[src/glb_cfg_defines.svh]
// ========================================
// global buffer config path widths
// tile count and register slot count
// ========================================
`ifndef GLB_CFG_DEFINES_SVH
`define GLB_CFG_DEFINES_SVH

// register word
`define GLB_DATA_WIDTH 32

// register slots per tile, 16 addressable
`define GLB_REG_ADDR_WIDTH 4

// up to 8 tile ids on the bus
`define GLB_TILE_ID_WIDTH 3

// byte address, word aligned
`define GLB_BYTE_OFFSET 2
`define GLB_ADDR_WIDTH (`GLB_BYTE_OFFSET + `GLB_REG_ADDR_WIDTH + `GLB_TILE_ID_WIDTH)

// tiles present in the chain
`define GLB_NUM_TILES 4

// implemented slots, the rest answer with nack
`define GLB_NUM_REGS 12

`endif

[src/glb_cfg_pkg.sv]
// ========================================
// global buffer config path types
// bus words and pio request/response
// ========================================
`include "glb_cfg_defines.svh"

package glb_cfg_pkg;

    typedef logic [`GLB_DATA_WIDTH-1:0]     cfg_data_t;
    typedef logic [`GLB_ADDR_WIDTH-1:0]     cfg_addr_t;
    typedef logic [`GLB_TILE_ID_WIDTH-1:0]  tile_id_t;
    typedef logic [`GLB_REG_ADDR_WIDTH-1:0] reg_addr_t;

    // eastward write request
    typedef struct packed {
        logic      en;
        cfg_addr_t addr;
        cfg_data_t data;
    } cfg_wr_t;

    // eastward read request
    typedef struct packed {
        logic      en;
        cfg_addr_t addr;
    } cfg_rd_t;

    // westward read response
    typedef struct packed {
        logic      valid;
        logic      err;
        cfg_data_t data;
    } cfg_rsp_t;

    // tile controller to register decoder
    typedef struct packed {
        logic      write;
        logic      read;
        reg_addr_t address;
        cfg_data_t write_data;
    } pio_req_t;

    typedef struct packed {
        logic      ack;
        logic      nack;
        cfg_data_t read_data;
    } pio_rsp_t;

endpackage

[src/glb_cfg_top.sv]
// ========================================
// global buffer config path top level
// host port, tile chain, east terminator
// ========================================
`timescale 1ns/10ps
`include "glb_cfg_defines.svh"

module glb_cfg_top (
    input  logic                   clk,
    input  logic                   reset,
    input  logic                   host_wr,
    input  logic                   host_rd,
    input  glb_cfg_pkg::cfg_addr_t host_addr,
    input  glb_cfg_pkg::cfg_data_t host_wdata,
    output logic                   busy,
    output glb_cfg_pkg::cfg_data_t host_rdata,
    output logic                   host_rd_valid,
    output logic                   host_rd_err,
    output logic                   wr_drop
);

    // index i is the west side of tile i
    glb_cfg_pkg::cfg_wr_t  wr_bus  [`GLB_NUM_TILES+1];
    glb_cfg_pkg::cfg_rd_t  rd_bus  [`GLB_NUM_TILES+1];
    glb_cfg_pkg::cfg_rsp_t rsp_bus [`GLB_NUM_TILES+1];

    glb_host_port host_port (
        .clk           (clk),
        .reset         (reset),
        .host_wr       (host_wr),
        .host_rd       (host_rd),
        .host_addr     (host_addr),
        .host_wdata    (host_wdata),
        .rsp_in        (rsp_bus[0]),
        .wr_out        (wr_bus[0]),
        .rd_out        (rd_bus[0]),
        .busy          (busy),
        .host_rdata    (host_rdata),
        .host_rd_valid (host_rd_valid),
        .host_rd_err   (host_rd_err)
    );

    for (genvar i = 0; i < `GLB_NUM_TILES; i++) begin : g_tile
        glb_tile #(
            .TILE_ID (glb_cfg_pkg::tile_id_t'(i))
        ) tile (
            .clk     (clk),
            .reset   (reset),
            .wr_in   (wr_bus[i]),
            .rd_in   (rd_bus[i]),
            .rsp_in  (rsp_bus[i+1]),
            .wr_out  (wr_bus[i+1]),
            .rd_out  (rd_bus[i+1]),
            .rsp_out (rsp_bus[i])
        );
    end

    glb_east_term east_term (
        .clk     (clk),
        .reset   (reset),
        .wr_in   (wr_bus[`GLB_NUM_TILES]),
        .rd_in   (rd_bus[`GLB_NUM_TILES]),
        .rsp_out (rsp_bus[`GLB_NUM_TILES]),
        .wr_drop (wr_drop)
    );

endmodule

[src/glb_east_term.sv]
// ========================================
// global buffer east terminator
// error responses for unclaimed reads,
// drop flag for unclaimed writes
// ========================================
`timescale 1ns/10ps

module glb_east_term (
    input  logic                  clk,
    input  logic                  reset,
    input  glb_cfg_pkg::cfg_wr_t  wr_in,
    input  glb_cfg_pkg::cfg_rd_t  rd_in,
    output glb_cfg_pkg::cfg_rsp_t rsp_out,
    output logic                  wr_drop
);

    always_ff @(posedge clk or posedge reset) begin
        if (reset) begin
            rsp_out <= '0;
            wr_drop <= 1'b0;
        end else begin
            rsp_out <= '0;
            // no tile owns this address
            if (rd_in.en) begin
                rsp_out.valid <= 1'b1;
                rsp_out.err   <= 1'b1;
                rsp_out.data  <= '1;
            end
            wr_drop <= wr_in.en;
        end
    end

endmodule

[src/glb_host_port.sv]
// ========================================
// global buffer host port
// drives the westmost config bus and
// holds one outstanding read
// ========================================
`timescale 1ns/10ps

module glb_host_port (
    input  logic                   clk,
    input  logic                   reset,
    input  logic                   host_wr,
    input  logic                   host_rd,
    input  glb_cfg_pkg::cfg_addr_t host_addr,
    input  glb_cfg_pkg::cfg_data_t host_wdata,
    input  glb_cfg_pkg::cfg_rsp_t  rsp_in,
    output glb_cfg_pkg::cfg_wr_t   wr_out,
    output glb_cfg_pkg::cfg_rd_t   rd_out,
    output logic                   busy,
    output glb_cfg_pkg::cfg_data_t host_rdata,
    output logic                   host_rd_valid,
    output logic                   host_rd_err
);

    logic rd_accept;

    // write wins over a read in the same cycle, reads need an idle port
    assign rd_accept = host_rd & ~host_wr & ~busy;

    always_ff @(posedge clk or posedge reset) begin
        if (reset) begin
            wr_out        <= '0;
            rd_out        <= '0;
            busy          <= 1'b0;
            host_rd_valid <= 1'b0;
            host_rd_err   <= 1'b0;
        end else begin
            wr_out <= '0;
            if (host_wr) begin
                wr_out.en   <= 1'b1;
                wr_out.addr <= host_addr;
                wr_out.data <= host_wdata;
            end
            rd_out <= '0;
            if (rd_accept) begin
                rd_out.en   <= 1'b1;
                rd_out.addr <= host_addr;
            end
            // busy drops together with the valid pulse
            if (rd_accept) begin
                busy <= 1'b1;
            end else if (rsp_in.valid) begin
                busy <= 1'b0;
            end
            host_rd_valid <= rsp_in.valid;
            host_rd_err   <= rsp_in.valid & rsp_in.err;
        end
    end

    // returned read word
    always_ff @(posedge clk) begin
        if (rsp_in.valid) begin
            host_rdata <= rsp_in.data;
        end
    end

endmodule

[src/glb_tile.sv]
// ========================================
// global buffer tile, one chain element
// ========================================
`timescale 1ns/10ps

module glb_tile #(
    parameter glb_cfg_pkg::tile_id_t TILE_ID = '0
) (
    input  logic                  clk,
    input  logic                  reset,
    input  glb_cfg_pkg::cfg_wr_t  wr_in,
    input  glb_cfg_pkg::cfg_rd_t  rd_in,
    input  glb_cfg_pkg::cfg_rsp_t rsp_in,
    output glb_cfg_pkg::cfg_wr_t  wr_out,
    output glb_cfg_pkg::cfg_rd_t  rd_out,
    output glb_cfg_pkg::cfg_rsp_t rsp_out
);

    glb_cfg_pkg::pio_req_t pio_req;
    glb_cfg_pkg::pio_rsp_t pio_rsp;

    glb_tile_cfg_ctrl #(
        .TILE_ID (TILE_ID)
    ) cfg_ctrl (
        .clk     (clk),
        .reset   (reset),
        .wr_in   (wr_in),
        .rd_in   (rd_in),
        .rsp_in  (rsp_in),
        .pio_rsp (pio_rsp),
        .wr_out  (wr_out),
        .rd_out  (rd_out),
        .rsp_out (rsp_out),
        .pio_req (pio_req)
    );

    glb_tile_regs tile_regs (
        .clk     (clk),
        .reset   (reset),
        .pio_req (pio_req),
        .pio_rsp (pio_rsp)
    );

endmodule

[src/glb_tile_cfg_ctrl.sv]
// ========================================
// global buffer tile config controller
// claims or forwards bus requests, drives
// the pio strobes, merges read responses
// ========================================
`timescale 1ns/10ps
`include "glb_cfg_defines.svh"

module glb_tile_cfg_ctrl #(
    parameter glb_cfg_pkg::tile_id_t TILE_ID = '0
) (
    input  logic                   clk,
    input  logic                   reset,
    input  glb_cfg_pkg::cfg_wr_t   wr_in,
    input  glb_cfg_pkg::cfg_rd_t   rd_in,
    input  glb_cfg_pkg::cfg_rsp_t  rsp_in,
    input  glb_cfg_pkg::pio_rsp_t  pio_rsp,
    output glb_cfg_pkg::cfg_wr_t   wr_out,
    output glb_cfg_pkg::cfg_rd_t   rd_out,
    output glb_cfg_pkg::cfg_rsp_t  rsp_out,
    output glb_cfg_pkg::pio_req_t  pio_req
);

    // tile field sits above byte offset and register field
    localparam int TILE_LSB = `GLB_BYTE_OFFSET + `GLB_REG_ADDR_WIDTH;

    logic                  wr_match;
    logic                  rd_match;
    logic                  rd_en_d1;
    logic                  rd_en_d2;
    glb_cfg_pkg::cfg_rsp_t local_rsp;

    assign wr_match = (wr_in.addr[TILE_LSB +: `GLB_TILE_ID_WIDTH] == TILE_ID);
    assign rd_match = (rd_in.addr[TILE_LSB +: `GLB_TILE_ID_WIDTH] == TILE_ID);

    // pio strobes, write address overrides read address
    always_comb begin
        pio_req = '0;
        if (rd_in.en & rd_match) begin
            pio_req.read    = 1'b1;
            pio_req.address = rd_in.addr[`GLB_BYTE_OFFSET +: `GLB_REG_ADDR_WIDTH];
        end
        if (wr_in.en & wr_match) begin
            pio_req.write      = 1'b1;
            pio_req.address    = wr_in.addr[`GLB_BYTE_OFFSET +: `GLB_REG_ADDR_WIDTH];
            pio_req.write_data = wr_in.data;
        end
    end

    // read strobe delay lines up with the decoder ack
    always_ff @(posedge clk or posedge reset) begin
        if (reset) begin
            rd_en_d1 <= 1'b0;
            rd_en_d2 <= 1'b0;
        end else begin
            rd_en_d1 <= pio_req.read;
            rd_en_d2 <= rd_en_d1;
        end
    end

    // own response, nack becomes err
    always_ff @(posedge clk or posedge reset) begin
        if (reset) begin
            local_rsp <= '0;
        end else begin
            local_rsp <= '0;
            if (rd_en_d2 & (pio_rsp.ack | pio_rsp.nack)) begin
                local_rsp.valid <= 1'b1;
                local_rsp.err   <= pio_rsp.nack;
                local_rsp.data  <= pio_rsp.read_data;
            end
        end
    end

    // eastward forwarding of unclaimed requests
    always_ff @(posedge clk or posedge reset) begin
        if (reset) begin
            wr_out <= '0;
            rd_out <= '0;
        end else begin
            wr_out <= (wr_in.en & ~wr_match) ? wr_in : '0;
            rd_out <= (rd_in.en & ~rd_match) ? rd_in : '0;
        end
    end

    // westward merge, local result ahead of east data
    always_ff @(posedge clk or posedge reset) begin
        if (reset) begin
            rsp_out <= '0;
        end else begin
            rsp_out <= local_rsp.valid ? local_rsp : rsp_in;
        end
    end

endmodule

[src/glb_tile_regs.sv]
// ========================================
// global buffer tile register decoder
// scratch words with two-stage read ack
// ========================================
`timescale 1ns/10ps
`include "glb_cfg_defines.svh"

module glb_tile_regs (
    input  logic                  clk,
    input  logic                  reset,
    input  glb_cfg_pkg::pio_req_t pio_req,
    output glb_cfg_pkg::pio_rsp_t pio_rsp
);

    glb_cfg_pkg::cfg_data_t  regs [`GLB_NUM_REGS];
    logic                    rd_d1;
    logic                    rd_d2;
    glb_cfg_pkg::reg_addr_t  addr_d1;
    glb_cfg_pkg::reg_addr_t  addr_d2;
    logic                    slot_ok;

    always_ff @(posedge clk or posedge reset) begin
        if (reset) begin
            for (int i = 0; i < `GLB_NUM_REGS; i++) begin
                regs[i] <= '0;
            end
        end else if (pio_req.write && (pio_req.address < `GLB_NUM_REGS)) begin
            regs[pio_req.address] <= pio_req.write_data;
        end
    end

    // read address pipeline
    always_ff @(posedge clk or posedge reset) begin
        if (reset) begin
            rd_d1   <= 1'b0;
            rd_d2   <= 1'b0;
            addr_d1 <= '0;
            addr_d2 <= '0;
        end else begin
            rd_d1   <= pio_req.read;
            rd_d2   <= rd_d1;
            addr_d1 <= pio_req.address;
            addr_d2 <= addr_d1;
        end
    end

    assign slot_ok = (addr_d2 < `GLB_NUM_REGS);

    // unimplemented slots answer nack with zero data
    assign pio_rsp.ack       = rd_d2 & slot_ok;
    assign pio_rsp.nack      = rd_d2 & ~slot_ok;
    assign pio_rsp.read_data = (rd_d2 & slot_ok) ? regs[addr_d2] : '0;

endmodule

[config.mk]
export PLATFORM = sky130hd
export DESIGN_NAME = glb_cfg_top
export DESIGN_NICKNAME = d
export VERILOG_FILES = /design/src/glb_cfg_pkg.sv /design/src/glb_cfg_top.sv /design/src/glb_east_term.sv /design/src/glb_host_port.sv /design/src/glb_tile.sv /design/src/glb_tile_cfg_ctrl.sv /design/src/glb_tile_regs.sv
export VERILOG_INCLUDE_DIRS = /design/src
export SDC_FILE = /design/constraint.sdc
export NUM_CORES = 2
export LEC_CHECK = 0
export ABC_AREA = 0
export BUFFER_PORTS_ARGS = -buffer_cell sky130_fd_sc_hd__buf_2
export CAP_MARGIN = 20
export CORE_MARGIN = 4
export CORE_UTILIZATION = 55
export DETAILED_ROUTE_END_ITERATION = 10
export GPL_TIMING_DRIVEN = 0
export PLACE_DENSITY = 0.71
export SYNTH_ARGS = -nofsm -noshare
export SYNTH_HDL_FRONTEND = slang
export SYNTH_HIERARCHICAL = 1
export SYNTH_SLANG_ARGS = --single-unit
[constraint.sdc]
create_clock -name clk -period 25.8 [get_ports clk]
set_input_delay 3.87 -clock clk [delete_from_list [all_inputs] [get_ports clk]]
set_output_delay 3.87 -clock clk [all_outputs]
set_load 0.05 [all_outputs]
-- Yosys cells after proc, flatten, opt, wreduce, memory -nomap -nowiden
Index checks and enable logic that the tools add are counted.
- flip-flop bits (word level): 2128
- output and inout bits: 36
- logic and storage cells: 273
- $lt $le $gt $ge: 20
- equal/unequal tests: 6
- muxes and demuxes: 61
- bitwise operators: 57
- reductions and logical operators: 11
- operators with widths (operator ; count):
    384-bit bitwise mux ; 4
    32-bit binary-select mux with 4-bit select ; 4
    32-bit demux with 4-bit select ; 4
    32-bit two-way mux ; 16
    34-bit two-way mux ; 9
    42-bit two-way mux ; 5
    36-bit two-way mux ; 4
    10-bit two-way mux ; 5
    5-bit greater-or-equal comparator (second input constant) ; 8
    4-bit inverter with 5-bit output ; 8
    4-bit < comparator (second input constant) ; 8
    1-bit bitwise AND ; 31
    5-bit by 1-bit < comparator with 1-bit output (second input constant) ; 4
    5-bit two-way mux ; 4
    1-bit inverter ; 14
    3-bit by 2-bit equality test with 1-bit output (second input constant) ; 4
    1-bit logical AND ; 8
    3-bit by 1-bit equality test with 1-bit output (second input constant) ; 2
    3-bit zero test ; 2
    1-bit two-way mux ; 6
    1-bit OR ; 4
    2-bit nonzero test ; 1

-- Longest topological paths before layout
- depth in word-level cells: 10
- depth in mapped cells: 9

-- Modules after synthesis
Netlist, hierarchy kept.
- modules (own cells, without submodules) (module ; times used ; cells an instance ; area an instance (sq um) ; sequential area each (sq um)):
    glb_tile_regs ; 4 ; 1172 ; 17807.1 ; 9859.5
    glb_tile_cfg_ctrl (g_tile[1].tile.cfg_ctrl ...) ; 2 ; 299 ; 4371.7 ; 3052.9
    glb_tile_cfg_ctrl (g_tile[3].tile.cfg_ctrl) ; 1 ; 299 ; 4347.9 ; 3052.9
    glb_tile_cfg_ctrl (g_tile[0].tile.cfg_ctrl) ; 1 ; 298 ; 4311.6 ; 3052.9
    glb_host_port ; 1 ; 147 ; 2720.1 ; 2337.2
    glb_east_term ; 1 ; 36 ; 301.5 ; 50.0

-- Least setup slack after synthesis
OpenSTA, ideal clock, no wires.
- path kind: reg-to-output
- from: register host_port.busy
- to: output port busy
- arrival: 0.629 ns
- required time: 21.930 ns
- slack: 21.301 ns
- stages on the path, launching flop included: 1
- buffers on the path: 0
- cell sequence: dfrtp_1
- RTL lines (item ; RTL line ; text):
    start: declaration ; glb_host_port.sv:18 ; output logic busy,
    start signal: assignment ; glb_host_port.sv:33 ; busy <= 1'b0;
    start signal: assignment ; glb_host_port.sv:50 ; busy <= 1'b1;
    start signal: assignment ; glb_host_port.sv:52 ; busy <= 1'b0;
    end: declaration ; glb_cfg_top.sv:15 ; output logic busy,
No word-level cell between the ends.

-- Worst setup path after layout
- from: register east_term.wr_drop
- to: output port wr_drop
- RTL lines (item ; RTL line ; text):
    start: declaration ; glb_east_term.sv:14 ; output logic wr_drop
    start signal: assignment ; glb_east_term.sv:29 ; wr_drop <= wr_in.en;
    end: declaration ; glb_cfg_top.sv:19 ; output logic wr_drop
No word-level cell between the ends.

==> flow_summary_export.csv <==
group,metric,value,unit
sta,relSlewSlack,22.00,%
setup_path,critPathRequiredTime,21.93,ns
pwr,vdd_drop_max,0.00007541,V
route,post_drt_wl_per_cell,28.46,um
sta,worstMarginPinSlew,1.170,ns
setup_path,arrival,1.66,ns
run_status,status,"completed",
setup_path,critPathTopFamily,"flip-flops",
min_path,whs_path_depth,0,
sta,fin_crit,5.534,ns
grt,antenna_found_initial,22,
setup_path,worst-path-buf-inv,1,
sta,post-route-period-util,21.45,%
logic_synthesis,syn-cell-area,89570,um^2
pwr,p_leak,49.31,nW
route,viasPerCell,6.013,
die,die_area,169400,um^2
run,drv_cap,0,
die,core_area,161300,um^2
clock_tree,cts_max_level,4,
setup_path,crit_chain,"buf_2",
sta,finalMaxSlewViolations,0,
min_path,min_path_type,"reg -> reg",
setup_path,crit_type,"reg -> out",
sta,hold_viol_final,0,
clock_tree,cts_buffers,209,
logic_synthesis,post_synth.cell_area_avg,15.10,um^2
clock_tree,path_clk_slew,0.06,ns
sta,skew,0.02854,ns
logic_synthesis,syn_inst,5931,
setup_path,r2r_setup_slack,22.56,ns
setup_path,r2r_end,"g_tile[0].tile/tile_regs/regs[202]",
finish,drive_gt1_share,42.68,%
grt,grt_pass1_vias,54434,
sta,setup_viol,0,
logic_synthesis,yosysWarningCount,6,
route,first_iter_violations,4250,
setup_path,crit_path_top_delay_cell,"dfrtp_1",
clock_tree,root_buffer,"clkbuf_16",
finish,fill_cells,12100,
placed_design,hpwlAfterDp,168300,um
pwr,total_power,6.576,mW
grt,met1_usage,40.78,%
logic_synthesis,syn_nets,5976,
placed_design,io_buffers,78,
clock_tree,cts_max_path_buffers,3,
setup_path,crit-reg2reg-launch,"host_port/wr_out[38]",
route,via_count,51570,
setup_path,critPathMaxFanout,1,
clock_tree,tritoncts,"yes",
route,drt_wl_total,244000,um
die,pin_count,81,
clock_tree,cts_setup_buffers,0,
setup_path,r2r_cells,8,
finish,final_cell_count_no_fill,8576,
grt,use_met2,45.02,%
pwr,power_density,65.59,nW/um^2
grt,grt_util_met3,6.450,%
grt,grt_pass1_wl,362300,um
grt,grt_util_all_layers,29.17,%
die,die_h,411.6,um
clock_tree,clk_latency,0.84,ns
finish,area_delta_synth_final,11.92,%
die,die_w,411.6,um
clock_tree,ctsHoldBuffers,0,
clock_tree,cts.sinks,2087,
setup_path,max_stage_delay,0.49,ns
grt,grt_max_degree,138,
grt,grt_overflow,0,
finish,nets,6284,
setup_path,worstSetupEndpointType,"output port",
min_path,min_from,"g_tile[3].tile/cfg_ctrl/rd_en_d1",
placed_design,placedCellCount,8187,
placed_design,gp_congestion,0.8829,
min_path,hold_end,"g_tile[3].tile/cfg_ctrl/rd_en_d2",
route,remaining_drc_errors,0,
route,ant_nets,0,
sta,max_freq,180.7,MHz
setup_path,critPathLaunchType,"flip-flop",
route,drt-pass1-iter-count,5,
finish,final_util,62.15,%
grt,top_usage_layer,"met2",
die,fp-row-count,147,
clock_tree,ctsResizeCount,0,
die,initial_core_util,55.53,%
sta,setup_tns,0,ns
sta,rsz0062_at_grt,"no",
stage by stage:
stage | hold slack, ns | instance area [um^2] | worst slack, ns
6_report | 0.3460 | 100300 | 20.27
5_1_grt | 0.3529 | 100200 | 19.98
3_3_place_gp | 0.3316 | 92670 | 6.650
4_1_cts | 0.3462 | 100200 | 20.22
2_1_floorplan | 0.3312 | 89570 | 10.98
3_5_place_dp | 0.3347 | 93190 | 19.36
worst max-delay path by stage:
| stage | startpoint | to | slack (ns) | cells past startpoint |
|---|---|---|---|---|
| 3_5_place_dp | reset | g_tile[0].tile/tile_regs/regs[327] | 19.36 | 5 |
| 5_1_grt | reset | g_tile[0].tile/tile_regs/regs[359] | 19.98 | 5 |
| 3_3_place_gp | reset | g_tile[2].tile/tile_regs/regs[99] | 6.65 | 2 |
| 2_1_floorplan | reset | g_tile[0].tile/tile_regs/addr_d1[0] | 10.98 | 1 |
| 4_1_cts | east_term/wr_drop | wr_drop | 20.22 | 1 |
| 6_report | east_term/wr_drop | wr_drop | 20.27 | 1 |
flip-flops by register name, summed over array words and instances (netlist names), 4 cells and up:
register	cells
g_tile.tile/cfg_ctrl/wr_out	121
g_tile.tile/tile_regs/regs	1536
host_port/host_rdata	32
g_tile.tile/tile_regs/rd_d2	4
g_tile.tile/tile_regs/addr_d1	16
g_tile.tile/cfg_ctrl/rsp_out	136
host_port/wr_out	40
g_tile.tile/tile_regs/addr_d2	16
g_tile.tile/cfg_ctrl/rd_en_d1	4
g_tile.tile/tile_regs/rd_d1	4
host_port/rd_out	8
g_tile.tile/cfg_ctrl/local_rsp	136
g_tile.tile/cfg_ctrl/rd_out	25
g_tile.tile/cfg_ctrl/rd_en_d2	4
metal layers:
metal	part of all wire [%]	wire length (um)
met5	0.014	34
met4	4.2	10230
met3	7.0	17060
met1	43	104000
met2	46	112700
report_power, final:
part           internal, mW  switching [mW]  total, mW
clock network          1.80            1.28       3.08
logic                0.0487           0.121      0.170
registers              3.30          0.0186       3.32
cell usage in the layout (no fill, tap or decap), types with 10 or more instances in the layout:
| master | count |
|---|---|
| a22o_1 | 16 |
| and2_1 | 438 |
| buf_1 | 12 |
| buf_16 | 17 |
| buf_2 | 260 |
| buf_4 | 72 |
| buf_6 | 39 |
| bufinv_16 | 12 |
| clkbuf_1 | 289 |
| clkbuf_16 | 214 |
| clkbuf_8 | 57 |
| clkinv_2 | 27 |
| dfrtp_1 | 2055 |
| diode_2 | 10 |
| edfxtp_1 | 32 |
| mux2_1 | 192 |
| mux2_2 | 1728 |
| mux4_2 | 256 |
| nand2_1 | 134 |
| nand2b_1 | 32 |
| nand3b_1 | 12 |
| nor2_1 | 28 |
| nor2b_1 | 133 |
| o22ai_1 | 124 |
| o31ai_1 | 124 |
cell type report:
type	instances	area, um^2	share of cell area, %
Antenna cell	10	25.02	0.02496
Buffer	539	2814	2.807
Clock buffer	326	6346	6.330
Clock inverter	52	660.6	0.6590
Inverter	15	103.9	0.1036
Multi-Input combinational cell	3290	34320	34.23
Sequential cell	2087	52390	52.25
Tap cell	2160	2703	2.696
Timing Repair Buffer	97	893.4	0.8911
(Power assumes the default switching activity.)
